==> src/logic/core_pkg.sv <==
// rv64 core shared types
package core_pkg;

    localparam int xlen = 64;

    typedef logic [xlen-1:0] xword_t;
    typedef logic [63:0]     addr_t;
    typedef logic [31:0]     inst_t;
    typedef logic [4:0]      reg_idx_t;

    // base opcodes of the kept instructions
    localparam logic [6:0] op_reg    = 7'b0110011;
    localparam logic [6:0] op_imm    = 7'b0010011;
    localparam logic [6:0] op_lui    = 7'b0110111;
    localparam logic [6:0] op_load   = 7'b0000011;
    localparam logic [6:0] op_store  = 7'b0100011;
    localparam logic [6:0] op_branch = 7'b1100011;
    localparam logic [6:0] op_jal    = 7'b1101111;

    typedef enum logic [2:0] {
        alu_add,
        alu_sub,
        alu_and,
        alu_or,
        alu_xor,
        alu_pass_b
    } alu_op_e;

    typedef enum logic {
        mem_idle,
        mem_access
    } mem_state_e;

    // wishbone classic, instruction side
    typedef struct packed {
        logic  cyc;
        logic  stb;
        addr_t adr;
    } ibus_req_t;

    typedef struct packed {
        logic  ack;
        inst_t dat;
    } ibus_rsp_t;

    // wishbone classic, data side
    typedef struct packed {
        logic       cyc;
        logic       stb;
        logic       we;
        addr_t      adr;
        logic [7:0] sel;
        xword_t     dat;
    } dbus_req_t;

    typedef struct packed {
        logic   ack;
        xword_t dat;
    } dbus_rsp_t;

    typedef struct packed {
        addr_t pc;
        inst_t inst;
    } if_id_t;

    typedef struct packed {
        addr_t    pc;
        alu_op_e  alu_op;
        xword_t   a;
        xword_t   b;
        xword_t   store_data;
        reg_idx_t rd;
        logic     rd_wen;
        logic     is_load;
        logic     is_store;
        logic     is_branch;
        logic     branch_ne;
        logic     is_jal;
        xword_t   offset;
    } id_ex_t;

    typedef struct packed {
        xword_t   result;
        xword_t   store_data;
        reg_idx_t rd;
        logic     rd_wen;
        logic     is_load;
        logic     is_store;
    } ex_mem_t;

    typedef struct packed {
        logic     wen;
        reg_idx_t rd;
        xword_t   data;
    } wb_t;

endpackage
==> src/logic/core_top.sv <==
// rv64 pipeline core top
`timescale 1ns/1ps

module core_top #(
    parameter core_pkg::addr_t rst_pc = '0
) (
    input  logic                clk,
    input  logic                rst,
    output core_pkg::ibus_req_t ibus_req,
    input  core_pkg::ibus_rsp_t ibus_rsp,
    output core_pkg::dbus_req_t dbus_req,
    input  core_pkg::dbus_rsp_t dbus_rsp
);

    core_pkg::if_id_t   if_data;
    logic               if_valid;
    logic               id_ready;
    core_pkg::id_ex_t   id_data;
    logic               id_valid;
    logic               ex_ready;
    core_pkg::ex_mem_t  ex_data;
    logic               ex_valid;
    logic               mem_ready;
    core_pkg::wb_t      wb;
    core_pkg::reg_idx_t rs1;
    core_pkg::reg_idx_t rs2;
    core_pkg::xword_t   rs1_data;
    core_pkg::xword_t   rs2_data;
    logic               redirect;
    core_pkg::addr_t    redirect_pc;

    fetch_unit #(
        .rst_pc (rst_pc)
    ) u_fetch (
        .clk         (clk),
        .rst         (rst),
        .ibus_req    (ibus_req),
        .ibus_rsp    (ibus_rsp),
        .redirect    (redirect),
        .redirect_pc (redirect_pc),
        .if_valid    (if_valid),
        .if_out      (if_data),
        .id_ready    (id_ready)
    );

    decode_unit u_decode (
        .clk      (clk),
        .rst      (rst),
        .if_valid (if_valid),
        .if_in    (if_data),
        .id_ready (id_ready),
        .rs1      (rs1),
        .rs2      (rs2),
        .rs1_data (rs1_data),
        .rs2_data (rs2_data),
        .wb       (wb),
        .redirect (redirect),
        .id_valid (id_valid),
        .id_out   (id_data),
        .ex_ready (ex_ready)
    );

    reg_file u_regs (
        .clk      (clk),
        .rst      (rst),
        .rs1      (rs1),
        .rs2      (rs2),
        .rs1_data (rs1_data),
        .rs2_data (rs2_data),
        .wb       (wb)
    );

    execute_unit u_execute (
        .clk         (clk),
        .rst         (rst),
        .id_valid    (id_valid),
        .id_in       (id_data),
        .ex_ready    (ex_ready),
        .redirect    (redirect),
        .redirect_pc (redirect_pc),
        .ex_valid    (ex_valid),
        .ex_out      (ex_data),
        .mem_ready   (mem_ready)
    );

    mem_unit u_mem (
        .clk       (clk),
        .rst       (rst),
        .ex_valid  (ex_valid),
        .ex_in     (ex_data),
        .mem_ready (mem_ready),
        .dbus_req  (dbus_req),
        .dbus_rsp  (dbus_rsp),
        .wb        (wb)
    );

endmodule

==> src/logic/mem_unit.sv <==
// load/store and writeback
`timescale 1ns/1ps

module mem_unit (
    input  logic                clk,
    input  logic                rst,
    input  logic                ex_valid,
    input  core_pkg::ex_mem_t   ex_in,
    output logic                mem_ready,
    output core_pkg::dbus_req_t dbus_req,
    input  core_pkg::dbus_rsp_t dbus_rsp,
    output core_pkg::wb_t       wb
);

    core_pkg::mem_state_e state;
    logic                 mem_op;

    assign mem_op = ex_in.is_load || ex_in.is_store;

    // loads and stores leave only when the bus acks
    assign mem_ready = (state == core_pkg::mem_idle) ? !(ex_valid && mem_op)
                                                     : dbus_rsp.ack;

    always_ff @(posedge clk) begin
        if (rst) begin
            state        <= core_pkg::mem_idle;
            dbus_req.cyc <= 1'b0;
            dbus_req.stb <= 1'b0;
            dbus_req.we  <= 1'b0;
            wb.wen       <= 1'b0;
        end else begin
            wb.wen <= 1'b0;
            case (state)
                core_pkg::mem_idle: begin
                    if (ex_valid && mem_op) begin
                        state        <= core_pkg::mem_access;
                        dbus_req.cyc <= 1'b1;
                        dbus_req.stb <= 1'b1;
                        dbus_req.we  <= ex_in.is_store;
                        dbus_req.adr <= ex_in.result;
                        dbus_req.sel <= 8'hff;
                        dbus_req.dat <= ex_in.store_data;
                    end else if (ex_valid) begin
                        wb.wen  <= ex_in.rd_wen;
                        wb.rd   <= ex_in.rd;
                        wb.data <= ex_in.result;
                    end
                end
                core_pkg::mem_access: begin
                    if (dbus_rsp.ack) begin
                        state        <= core_pkg::mem_idle;
                        dbus_req.cyc <= 1'b0;
                        dbus_req.stb <= 1'b0;
                        dbus_req.we  <= 1'b0;
                        // stores carry no rd_wen
                        wb.wen       <= ex_in.rd_wen;
                        wb.rd        <= ex_in.rd;
                        wb.data      <= dbus_rsp.dat;
                    end
                end
                default: state <= core_pkg::mem_idle;
            endcase
        end
    end

    a_idle_no_cyc: assert property (@(posedge clk) disable iff (rst)
        state == core_pkg::mem_idle |-> !dbus_req.cyc);

    a_we_store: assert property (@(posedge clk) disable iff (rst)
        dbus_req.we |-> ex_valid && ex_in.is_store);

endmodule

==> src/logic/execute_unit.sv <==
// alu and branch resolution
`timescale 1ns/1ps

module execute_unit (
    input  logic              clk,
    input  logic              rst,
    input  logic              id_valid,
    input  core_pkg::id_ex_t  id_in,
    output logic              ex_ready,
    output logic              redirect,
    output core_pkg::addr_t   redirect_pc,
    output logic              ex_valid,
    output core_pkg::ex_mem_t ex_out,
    input  logic              mem_ready
);

    core_pkg::xword_t alu_res;
    logic             taken;
    logic             fire;

    assign ex_ready = !ex_valid || mem_ready;
    assign fire     = id_valid && ex_ready;

    always_comb begin
        case (id_in.alu_op)
            core_pkg::alu_sub:    alu_res = id_in.a - id_in.b;
            core_pkg::alu_and:    alu_res = id_in.a & id_in.b;
            core_pkg::alu_or:     alu_res = id_in.a | id_in.b;
            core_pkg::alu_xor:    alu_res = id_in.a ^ id_in.b;
            core_pkg::alu_pass_b: alu_res = id_in.b;
            default:              alu_res = id_in.a + id_in.b;
        endcase
    end

    // beq when equal, bne when not
    assign taken = id_in.is_jal
                || (id_in.is_branch && ((id_in.a == id_in.b) != id_in.branch_ne));

    assign redirect    = fire && taken;
    assign redirect_pc = id_in.pc + id_in.offset;

    always_ff @(posedge clk) begin
        if (rst) begin
            ex_valid <= 1'b0;
        end else if (fire) begin
            ex_valid <= 1'b1;
        end else if (mem_ready) begin
            ex_valid <= 1'b0;
        end
    end

    always_ff @(posedge clk) begin
        if (fire) begin
            // jal links to the next instruction
            ex_out.result     <= id_in.is_jal ? id_in.pc + 64'd4 : alu_res;
            ex_out.store_data <= id_in.store_data;
            ex_out.rd         <= id_in.rd;
            ex_out.rd_wen     <= id_in.rd_wen;
            ex_out.is_load    <= id_in.is_load;
            ex_out.is_store   <= id_in.is_store;
        end
    end

endmodule

==> src/logic/reg_file.sv <==
// integer register file
`timescale 1ns/1ps

module reg_file (
    input  logic               clk,
    input  logic               rst,
    input  core_pkg::reg_idx_t rs1,
    input  core_pkg::reg_idx_t rs2,
    output core_pkg::xword_t   rs1_data,
    output core_pkg::xword_t   rs2_data,
    input  core_pkg::wb_t      wb
);

    core_pkg::xword_t regs [32];

    function automatic core_pkg::xword_t read_port(core_pkg::reg_idx_t idx,
                                                   core_pkg::xword_t stored,
                                                   core_pkg::wb_t w);
        if (idx == '0) begin
            return '0;
        end
        // same-cycle write goes straight through
        if (w.wen && w.rd == idx) begin
            return w.data;
        end
        return stored;
    endfunction

    assign rs1_data = read_port(rs1, regs[rs1], wb);
    assign rs2_data = read_port(rs2, regs[rs2], wb);

    always_ff @(posedge clk) begin
        if (!rst && wb.wen && wb.rd != '0) begin
            regs[wb.rd] <= wb.data;
        end
    end

endmodule

==> src/logic/decode_unit.sv <==
// instruction decode and issue
`timescale 1ns/1ps

module decode_unit (
    input  logic               clk,
    input  logic               rst,
    input  logic               if_valid,
    input  core_pkg::if_id_t   if_in,
    output logic               id_ready,
    output core_pkg::reg_idx_t rs1,
    output core_pkg::reg_idx_t rs2,
    input  core_pkg::xword_t   rs1_data,
    input  core_pkg::xword_t   rs2_data,
    input  core_pkg::wb_t      wb,
    input  logic               redirect,
    output logic               id_valid,
    output core_pkg::id_ex_t   id_out,
    input  logic               ex_ready
);

    core_pkg::inst_t  inst;
    logic [6:0]       opcode;
    core_pkg::xword_t imm_i;
    core_pkg::xword_t imm_s;
    core_pkg::xword_t imm_b;
    core_pkg::xword_t imm_j;
    core_pkg::xword_t imm_u;
    core_pkg::id_ex_t dec;
    logic             uses_rs1;
    logic             uses_rs2;
    logic [31:0]      busy;
    logic [31:0]      busy_now;
    logic [31:0]      busy_set;
    logic             stall;
    logic             issue;

    assign inst   = if_in.inst;
    assign opcode = inst[6:0];
    assign rs1    = inst[19:15];
    assign rs2    = inst[24:20];

    assign imm_i = {{52{inst[31]}}, inst[31:20]};
    assign imm_s = {{52{inst[31]}}, inst[31:25], inst[11:7]};
    assign imm_b = {{51{inst[31]}}, inst[31], inst[7], inst[30:25], inst[11:8], 1'b0};
    assign imm_j = {{43{inst[31]}}, inst[31], inst[19:12], inst[20], inst[30:21], 1'b0};
    assign imm_u = {{32{inst[31]}}, inst[31:12], 12'b0};

    always_comb begin
        dec            = '0;
        dec.pc         = if_in.pc;
        dec.alu_op     = core_pkg::alu_add;
        dec.a          = rs1_data;
        dec.b          = rs2_data;
        dec.store_data = rs2_data;
        dec.rd         = inst[11:7];
        uses_rs1       = 1'b0;
        uses_rs2       = 1'b0;
        case (opcode)
            core_pkg::op_reg, core_pkg::op_imm: begin
                uses_rs1   = 1'b1;
                uses_rs2   = (opcode == core_pkg::op_reg);
                dec.rd_wen = 1'b1;
                if (opcode == core_pkg::op_imm) begin
                    dec.b = imm_i;
                end
                case (inst[14:12])
                    3'b000: begin
                        if (uses_rs2 && inst[30]) begin
                            dec.alu_op = core_pkg::alu_sub;
                        end
                    end
                    3'b100: dec.alu_op = core_pkg::alu_xor;
                    3'b110: dec.alu_op = core_pkg::alu_or;
                    3'b111: dec.alu_op = core_pkg::alu_and;
                    // shifts and compares are not supported
                    default: dec.rd_wen = 1'b0;
                endcase
            end
            core_pkg::op_lui: begin
                dec.b      = imm_u;
                dec.alu_op = core_pkg::alu_pass_b;
                dec.rd_wen = 1'b1;
            end
            core_pkg::op_load: begin
                uses_rs1    = 1'b1;
                dec.b       = imm_i;
                dec.is_load = 1'b1;
                dec.rd_wen  = 1'b1;
            end
            core_pkg::op_store: begin
                uses_rs1     = 1'b1;
                uses_rs2     = 1'b1;
                dec.b        = imm_s;
                dec.is_store = 1'b1;
            end
            core_pkg::op_branch: begin
                uses_rs1      = 1'b1;
                uses_rs2      = 1'b1;
                dec.is_branch = 1'b1;
                dec.branch_ne = inst[12];
                dec.offset    = imm_b;
            end
            core_pkg::op_jal: begin
                dec.is_jal = 1'b1;
                dec.rd_wen = 1'b1;
                dec.offset = imm_j;
            end
            default: ;
        endcase
        if (dec.rd == '0) begin
            dec.rd_wen = 1'b0;
        end
    end

    // the register file bypasses this cycle's write, so its bit is free now
    assign busy_now = wb.wen ? (busy & ~(32'd1 << wb.rd)) : busy;
    assign stall    = (uses_rs1 && busy_now[rs1]) || (uses_rs2 && busy_now[rs2])
                    || (dec.rd_wen && busy_now[dec.rd]);
    assign id_ready = !stall && (!id_valid || ex_ready);
    assign issue    = if_valid && id_ready && !redirect;
    assign busy_set = (issue && dec.rd_wen) ? (32'd1 << dec.rd) : 32'd0;

    always_ff @(posedge clk) begin
        if (rst) begin
            busy     <= '0;
            id_valid <= 1'b0;
        end else begin
            busy <= busy_now | busy_set;
            if (redirect) begin
                id_valid <= 1'b0;
            end else if (issue) begin
                id_valid <= 1'b1;
            end else if (ex_ready) begin
                id_valid <= 1'b0;
            end
        end
    end

    always_ff @(posedge clk) begin
        if (issue) begin
            id_out <= dec;
        end
    end

    // every writeback retires a destination that the scoreboard tracks
    a_wb_tracked: assert property (@(posedge clk) disable iff (rst)
        wb.wen |-> busy[wb.rd]);

endmodule

==> src/logic/fetch_unit.sv <==
// instruction fetch
`timescale 1ns/1ps

module fetch_unit #(
    parameter core_pkg::addr_t rst_pc = '0
) (
    input  logic                clk,
    input  logic                rst,
    output core_pkg::ibus_req_t ibus_req,
    input  core_pkg::ibus_rsp_t ibus_rsp,
    input  logic                redirect,
    input  core_pkg::addr_t     redirect_pc,
    output logic                if_valid,
    output core_pkg::if_id_t    if_out,
    input  logic                id_ready
);

    core_pkg::addr_t pc;
    core_pkg::addr_t fetch_adr;
    logic            discard;
    logic            bus_done;
    logic            start;
    logic            take;

    assign fetch_adr = redirect ? redirect_pc : pc;
    assign bus_done  = ibus_req.cyc && ibus_rsp.ack;
    // only one access at a time, and only when the held slot frees up
    assign start     = !ibus_req.cyc && (!if_valid || id_ready || redirect);
    assign take      = bus_done && !discard && !redirect;

    always_ff @(posedge clk) begin
        if (rst) begin
            pc           <= rst_pc;
            discard      <= 1'b0;
            if_valid     <= 1'b0;
            ibus_req.cyc <= 1'b0;
            ibus_req.stb <= 1'b0;
        end else begin
            if ((if_valid && id_ready) || redirect) begin
                if_valid <= 1'b0;
            end
            if (take) begin
                if_valid <= 1'b1;
                pc       <= ibus_req.adr + 64'd4;
            end
            if (redirect) begin
                pc <= redirect_pc;
            end
            if (start) begin
                ibus_req.cyc <= 1'b1;
                ibus_req.stb <= 1'b1;
                ibus_req.adr <= fetch_adr;
            end else if (bus_done) begin
                ibus_req.cyc <= 1'b0;
                ibus_req.stb <= 1'b0;
            end
            // a response still in flight at redirect belongs to the old path
            if (bus_done) begin
                discard <= 1'b0;
            end else if (redirect && ibus_req.cyc) begin
                discard <= 1'b1;
            end
        end
    end

    always_ff @(posedge clk) begin
        if (take) begin
            if_out.pc   <= ibus_req.adr;
            if_out.inst <= ibus_rsp.dat;
        end
    end

    a_adr_stable: assert property (@(posedge clk) disable iff (rst)
        ibus_req.stb && !ibus_rsp.ack |=> ibus_req.stb && $stable(ibus_req.adr));

endmodule

==> config.mk <==
export PLATFORM = sky130hd
export DESIGN_NAME = core_top
export DESIGN_NICKNAME = d
export VERILOG_FILES = /design/src/logic/core_pkg.sv /design/src/logic/core_top.sv /design/src/logic/mem_unit.sv /design/src/logic/execute_unit.sv /design/src/logic/reg_file.sv /design/src/logic/decode_unit.sv /design/src/logic/fetch_unit.sv
export SDC_FILE = /design/constraint.sdc
export NUM_CORES = 2
export LEC_CHECK = 0
export BUFFER_PORTS_ARGS = -buffer_cell sky130_fd_sc_hd__buf_2
export CAP_MARGIN = 20
export CORE_MARGIN = 2
export CORE_UTILIZATION = 45
export CTS_CLUSTER_SIZE = 20
export DETAILED_ROUTE_END_ITERATION = 6
export PLACE_DENSITY_LB_ADDON = 0.15
export RECOVER_POWER = 100
export SYNTH_ARGS = -nofsm -noshare
export SYNTH_HDL_FRONTEND = slang
export SYNTH_SLANG_ARGS = --single-unit
==> constraint.sdc <==
create_clock -name clk -period 11.15 [get_ports clk]
set_clock_uncertainty 0.2 [all_clocks]
set_input_delay 0.5575 -clock clk [delete_from_list [all_inputs] [get_ports clk]]
set_output_delay 0.5575 -clock clk [all_outputs]
set_load 0.03 [all_outputs]
After elaboration in Yosys (flattened, before gate mapping)
Memory sizes are Yosys's and may differ from the RTL's. A register that Yosys moved wholly into a read port is not among the register bits.
Index checks and enable logic that the tools add are counted.
{"block": "totals", "mem_count": 1, "mem_bits_rw": 2048, "reg_bits": 934}
{"block": "op_classes", "shifts": 2, "add_sub_neg": 5, "eq_ne": 23, "n_reduce_logical": 60, "magnitude_cmp": 3, "mux": 65, "bitwise_logic": 8}
{"memory": "u_regs.regs", "words": 32, "word_bits": 64, "rd": 2, "rd_ports_with_merged_regs": 2, "wr": 1, "line": "reg_file.sv:14", "source": "core_pkg::xword_t regs [32];"}
{"operator": "$mux W64", "count": 13}
{"operator": "$pmux W64 S5", "count": 1}
{"operator": "$pmux W64 S4", "count": 1}
{"operator": "$mux W70", "count": 3}
{"operator": "$pmux W70 S2", "count": 1}
{"operator": "$mux W139", "count": 1}
{"operator": "$add A64 B3 Y64 const B", "count": 2}
{"operator": "$add A64 B64 Y64", "count": 2}
{"operator": "$pmux W64 S2", "count": 1}
{"operator": "$and A64 B64 Y64", "count": 1}
{"operator": "$eq A64 B64 Y1", "count": 1}
{"operator": "$mux W32", "count": 2}
{"operator": "$or A64 B64 Y64", "count": 1}
{"operator": "$shl A1 B5 Y32 const A", "count": 2}
{"operator": "$sub A64 B64 Y64", "count": 1}
{"operator": "$xor A64 B64 Y64", "count": 1}
{"operator": "$and A32 B32 Y32", "count": 1}
{"operator": "$not A32 Y32", "count": 1}
{"operator": "$or A32 B32 Y32", "count": 1}
{"operator": "$mux W1", "count": 27}
{"operator": "$eq A7 B6 Y1 const B", "count": 3}
{"operator": "$logic_and A1 B1 Y1", "count": 21}
{"operator": "$lt A5 B6 Y1 const B", "count": 3}
{"operator": "$bmux W1 S5", "count": 3}
{"operator": "other kinds (29)", "count": 72}

Logic depth before layout (Yosys ltp)
{"block": "logic_depth", "word_depth": 16, "mapped_depth": 14, "mapped_depth_nobuf": 13}

Cells and area by module
From an unflattened synthesis, not the netlist that was laid out.
{"block": "hier_totals", "cells_unflattened": 9564, "hier_area_um2": 145042.9}
{"module": "reg_file", "n_inst": 1, "cells_each": 4621, "area_per_inst_um2": 93875.0, "seq_area_each_um2": 61499.0}
{"module": "execute_unit", "n_inst": 1, "cells_each": 2890, "area_per_inst_um2": 21588.2, "seq_area_each_um2": 4103.9}
{"module": "decode_unit", "n_inst": 1, "cells_each": 887, "area_per_inst_um2": 12788.5, "seq_area_each_um2": 9369.0}
{"module": "fetch_unit", "n_inst": 1, "cells_each": 852, "area_per_inst_um2": 9910.8, "seq_area_each_um2": 6145.9}
{"module": "mem_unit", "n_inst": 1, "cells_each": 314, "area_per_inst_um2": 6880.3, "seq_area_each_um2": 5995.8}

Worst setup path before layout
No wires, ideal clock.
{"block": "synth_timing", "kind": "register to register", "start": "reg u_execute.ex_out[1] in the netlist's numbering", "end": "reg u_fetch.ibus_req[0] (netlist name)", "period_less_slack_ns": 10.135, "t_arrival_ns": 9.356, "path_slack_ns": 1.015, "path_buffers": 2, "path_stages_with_launch": 8, "path_cell_list": "edfxtp_1 > o311a_1 > and2b_1 > o21ai_2 > buf_6 > buf_2 > nand3_1 > nor3b_1"}
{"block": "synth_via", "word_cells_on_any_way": 13, "classes_between": "mux: 1; reduce/logical: 12"}
{"item": "start, declared", "line": "execute_unit.sv:13", "source": "output core_pkg::ex_mem_t ex_out,"}
{"item": "$logic_or A1 B1 Y1", "line": "mem_unit.sv:18", "source": "assign mem_op = ex_in.is_load || ex_in.is_store;"}
{"item": "$logic_and A1 B1 Y1", "line": "mem_unit.sv:21", "source": "assign mem_ready = (state == core_pkg::mem_idle) ? !(ex_valid && mem_op)"}
{"item": "$logic_not A1 Y1", "line": "mem_unit.sv:21"}
{"item": "$mux W1", "line": "mem_unit.sv:21"}
{"item": "$logic_or A1 B1 Y1", "line": "execute_unit.sv:21", "source": "assign ex_ready = !ex_valid || mem_ready;"}
{"item": "$logic_and A1 B1 Y1", "line": "execute_unit.sv:22", "source": "assign fire = id_valid && ex_ready;"}
{"item": "named net u_execute.fire", "line": "execute_unit.sv:19", "source": "logic fire;"}
{"item": "$logic_and A1 B1 Y1", "line": "execute_unit.sv:39", "source": "assign redirect = fire && taken;"}
{"item": "$logic_or A1 B1 Y1", "line": "fetch_unit.sv:28", "source": "assign start = !ibus_req.cyc && (!if_valid || id_ready || redirect);"}
{"item": "$logic_and A1 B1 Y1", "line": "fetch_unit.sv:28"}
{"item": "$reduce_and A2 Y1 (no source line)"}
The timed path passes the listed nets, and every way through them passes these cells.
A chain may end at the register's enable or synchronous reset.

Worst setup path in the final report
{"block": "layout_timing", "start": "reg u_mem.wb[64] (netlist name)", "end": "mem u_regs.regs[3][55] in the netlist's numbering (enable)"}
{"block": "layout_via", "elab_chain_len": 4}
{"item": "$reduce_bool A5 Y1", "line": "reg_file.sv:33", "source": "if (!rst && wb.wen && wb.rd != '0) begin"}
{"item": "$logic_and A1 B1 Y1", "line": "reg_file.sv:33"}
{"item": "$mux W1", "line": "reg_file.sv:33"}
{"item": "$mux W1 (implied by the code)", "line": "reg_file.sv:34", "source": "regs[wb.rd] <= wb.data;"}
{"item": "end, declared", "line": "reg_file.sv:14"}
Several ways; a longest one is shown, not always the timed one.

==> impl_results.md <==
- CTS tree: built
- Yosys warns: 0
- Area grow syn2layout: 12.02%
- Layout cells sized above 1: a little over a fifth
- Sequential element share of the synthesized area: 59.82%
- Finished Core Util: about 51%
- Largest net degree at the start of global routing: ~130
- CP max stage cell: clkbuf_1
- Power Internal: 19.50 mW
- Maximum vdd ir drop: 0.1310 mV
- Avg WL per Cell: 37.10 um
- Die ar.: 328900 sq um
- Max-slew violation count: 3856
- FF-to-FF End: u_regs.regs[3][55]
- FF+latch count, synth: 2946
- DR vias: between 90000 and 100k
- Startpoint Class: flip-flop
- Vert. Die Dim: 573.5 um
- Worst R2R Start: u_mem.wb[64]
- Main synth FF type: edfxtp_1
- Post-DRT Antenna Nets: 0
- Critical-path cell list: clkbuf_1 > nand2_1 > nor3_1 > clkbuf_1
- WP depth: 4
- Clock Sinks: 2946
- Core area: 323500 sq um
- H-tree Lvls: 5
- Fin crit share: 79.12%
- DP HPWL: 332900 um
- PD cells: roughly 160 nW/um^2
- First DRT Iteration DRCs: around 13000
- Setup crit end: u_regs.regs[3][55]
- Reg2reg path depth: 4
- CP Max Fanout: 64
- # Post-CTS Setup Buffers: 0
- Clock tree root buffer cell: clkbuf_16
- CP max stage delay: 5820 ps
- TNS Setup: 0 ps
- Leakage: 53.12 nW
- Row Count: between 200 and 250
- Die Wd: 573.5 um
- Critical Path End Type: flip-flop
- Mean number of vias per cell: 6.685
- Initial antenna violation count: 48
- Ys async rst share: 0%
- Maximum clock insertion buffer count: 4
- GRT Residual Overflow: 0
- Switching share of power: 24.63%
- Complex-gate fraction of the synthesized area: 7.981%
- Switching power: 6.370 mW
- Worst path bufs/invs: 2
- Fraction of synthesized area in multiplexers: 21.14%
- # DRC: 0
- Worst Max-Slew Pin Slew: 8385 ps
- Largest family of logic cells by synthesized area: multiplexers
- Cell family with the largest share of critical-path delay: buffers and inverters
- Critical path startpoint: u_mem.wb[64]
- Part of the power in registers: 47.7%
- Fin crit period: 8822 ps
- Final Hold Viols: 0
- Starting density of the core: around 45%
- # port buffers: 296
- Mean Syn Cell Area: around 16 sq um
- Most used cell along the critical path: clkbuf_1
- # fillers: 26856
- Clock share of power: 41.8%
- Vias in the first global route: 92164
- Post_cts resized: 0
- DRT Pass-1 Iters: 6
- Simple-Gate Fraction of Synth Area: ~5%
- WP data arrival: 8890 ps
- Clock latency on the worst-skew pair: 950 ps
- Adder and majority cell fraction of the synthesized area: 2.227%
- Global-route wire length before repair: 728000 um
- Setup violators final: 0
- Clock buffer count from CTS: 321
- Max Freq: 0.1134 GHz
- GPL Wtd Cong: 0.9882
- Cell variety after synth: ~100
- Cells after Synth: 9147
- Final WL: about 520000 um
- Failing checks: max-capacitance violations, max-slew violations
- Critical Path RT: between 10000 and 15000 ps
- Outcome: finished, violations left
- Total track usage: around 31%
- Max Cap Viol: 128
- Clk slew on worst S/H paths: 60 ps
- Worst setup path category: reg2reg
- XOR/XNOR Fraction of Synth Area: under 10%
- RSZ-0062 raised after global routing: false
- HP Class: in2reg
- Internal reg-to-reg setup slack: 2330 ps
- Worst rel slew slack: -459.0%
- IO Pins: 305
- Logic pwr share: 10.5%
- Synthesized cell area: 146000 sq um
- Nets: 9905
- Post-synth EDFFs: approximately 2800
==> how the worst min path moves through the flow <==
stage                               from              endpoint  slack (ps)  cells past startpoint
global placement    u_decode.id_out[109]  u_execute.ex_out[42]         200                      0
CTS                         dbus_rsp[32]          u_mem.wb[32]          10                      2
detailed placement    u_fetch.if_out[94]  u_decode.id_out[332]         200                      0
floorplan             u_fetch.if_out[32]  u_decode.id_out[270]         200                      0
global route                dbus_rsp[31]          u_mem.wb[31]          60                      2
finish                      dbus_rsp[31]          u_mem.wb[31]          90                      2
==> cells in the final DEF (no fill, tap or decap), types with 108 or more instances in the layout <==
master     count
a211oi_1     214
a21oi_1      455
ha_1         255
mux2i_1      203
clkbuf_1     418
xnor2_1      108
edfxtp_1    2831
nor2_1       438
nand3_1      139
a21o_1       127
nand2_1      499
clkbuf_16    326
mux4_2      1270
o21ai_0      237
inv_1        266
buf_4        130
==> layer usage <==
| metal | up-vias | global-route usage (%) | share of wire (%) |
|---|---|---|---|
| li1 | 38268 | - | - |
| met1 | 50095 | 44.34 | 40 |
| met2 | 5292 | 48.48 | 46 |
| met3 | 855 | 5.277 | 9.4 |
| met4 | 10 | 12.48 | 4.6 |
| met5 | - | 0 | 0.012 |
==> registers in the layout, summed over array words and instances (netlist names), named ones only <==
name,count
u_fetch.discard,1
u_execute.ex_valid,1
u_fetch.if_valid,1
u_mem.wb,70
u_fetch.ibus_req,65
u_regs.regs,2048
u_fetch.if_out,96
u_mem.dbus_req,130
u_decode.id_out,290
u_fetch.pc,64
u_mem.state,1
u_decode.busy,32
u_execute.ex_out,136
u_decode.id_valid,1
==> power groups by stage <==
| stage | Clock (mW) | Combinational [mW] | Sequential (mW) |
|---|---|---|---|
| finish | 10.8 | 2.72 | 12.3 |
| global route | 11.4 | 2.84 | 12.3 |
| CTS | 11.0 | 2.68 | 12.3 |
| detailed placement | 0 | 2.65 | 12.6 |
| global placement | 0 | 2.64 | 12.6 |
| floorplan | 0 | 1.71 | 12.5 |
==> cell type report <==
class                           count  area, sq um  share of cell area (%)
Sequential cell                  2946        87350                   53.42
Tap cell                         4325         5411                   3.309
Timing Repair Buffer              663         3777                   2.310
Antenna cell                       12        30.03                 0.01836
Clock inverter                    188         2037                   1.246
Multi-Input combinational cell   5344        55460                   33.91
Clock buffer                      390         8428                   5.154
Inverter                          271         1027                  0.6282
==> Yosys cell counts (all sizes together), types with 16 or more instances <==
library cell / number / area, sq um
and4: 27 / 236.5
o221ai: 20 / 175.2
nand4: 72 / 462.9
o21a: 19 / 142.6
dfxtp: 115 / 2302
xnor2: 108 / 945.9
xor2: 94 / 823.3
nor3: 101 / 510.5
and3: 48 / 300.3
nand2b: 30 / 187.7
a21o: 127 / 953.4
clkbuf: 452 / 1697
a22oi: 16 / 120.1
a31oi: 46 / 287.8
nor2b: 56 / 350.3
and2: 39 / 244.0
mux2i: 203 / 2032
or3: 28 / 175.2
o22ai: 62 / 387.9
mux4: 1270 / 28600
inv: 270 / 1013
edfxtp: 2831 / 85010
buf: 204 / 892.1
or4: 16 / 131.4
o21bai: 54 / 405.4
a311oi: 20 / 175.2
ha: 255 / 3191
nand2: 501 / 1883
nand3: 139 / 695.7
nor2: 453 / 1700
a22o: 80 / 700.7
o21ai: 241 / 1210
a221o: 32 / 320.3
o31ai: 48 / 365.3
a221oi: 33 / 289.0
a211oi: 214 / 1607
o211ai: 81 / 608.1
nor4: 36 / 261.5
mux2: 20 / 225.2
a21oi: 456 / 2282
==> cell families (layout without fill, tap and decap cells) <==
family | count (synthesis) | count (layout)
flip-flops | 2946 | 2946
AO/OA/AOI/OAI | 1726 | 1726
AND/OR/NAND/NOR | 1593 | 1593
multiplexers | 1493 | 1493
buffers and inverters | 927 | 1512
adder cells (fa/ha/maj) | 258 | 258
XOR/XNOR | 202 | 202
other | 2 | 84
==> per-stage QoR <==
stage          cells  instance area [sq um]  power, mW  hold WS, ps  setup slack [ps]
2_1_floorplan   9217                 146200      14.22        200.3              1015
3_3_place_gp   13437                 153100      15.21        200.8              4953
3_5_place_dp   13450                 153300      15.22        204.5              4917
4_1_cts        14099                 164400      26.00        14.82              4892
5_1_grt        14130                 163500      26.56        61.77              2292
6_report       14139                 163500      25.87        90.75              2328
==> what timing repair did <==
action	4_1_cts	5_1_grt
hold endpoints to repair	104	0
hold buffers	71	0
endpoints found under the setup margin	0	0
Note: power is estimated with default switching activity, not from simulation.
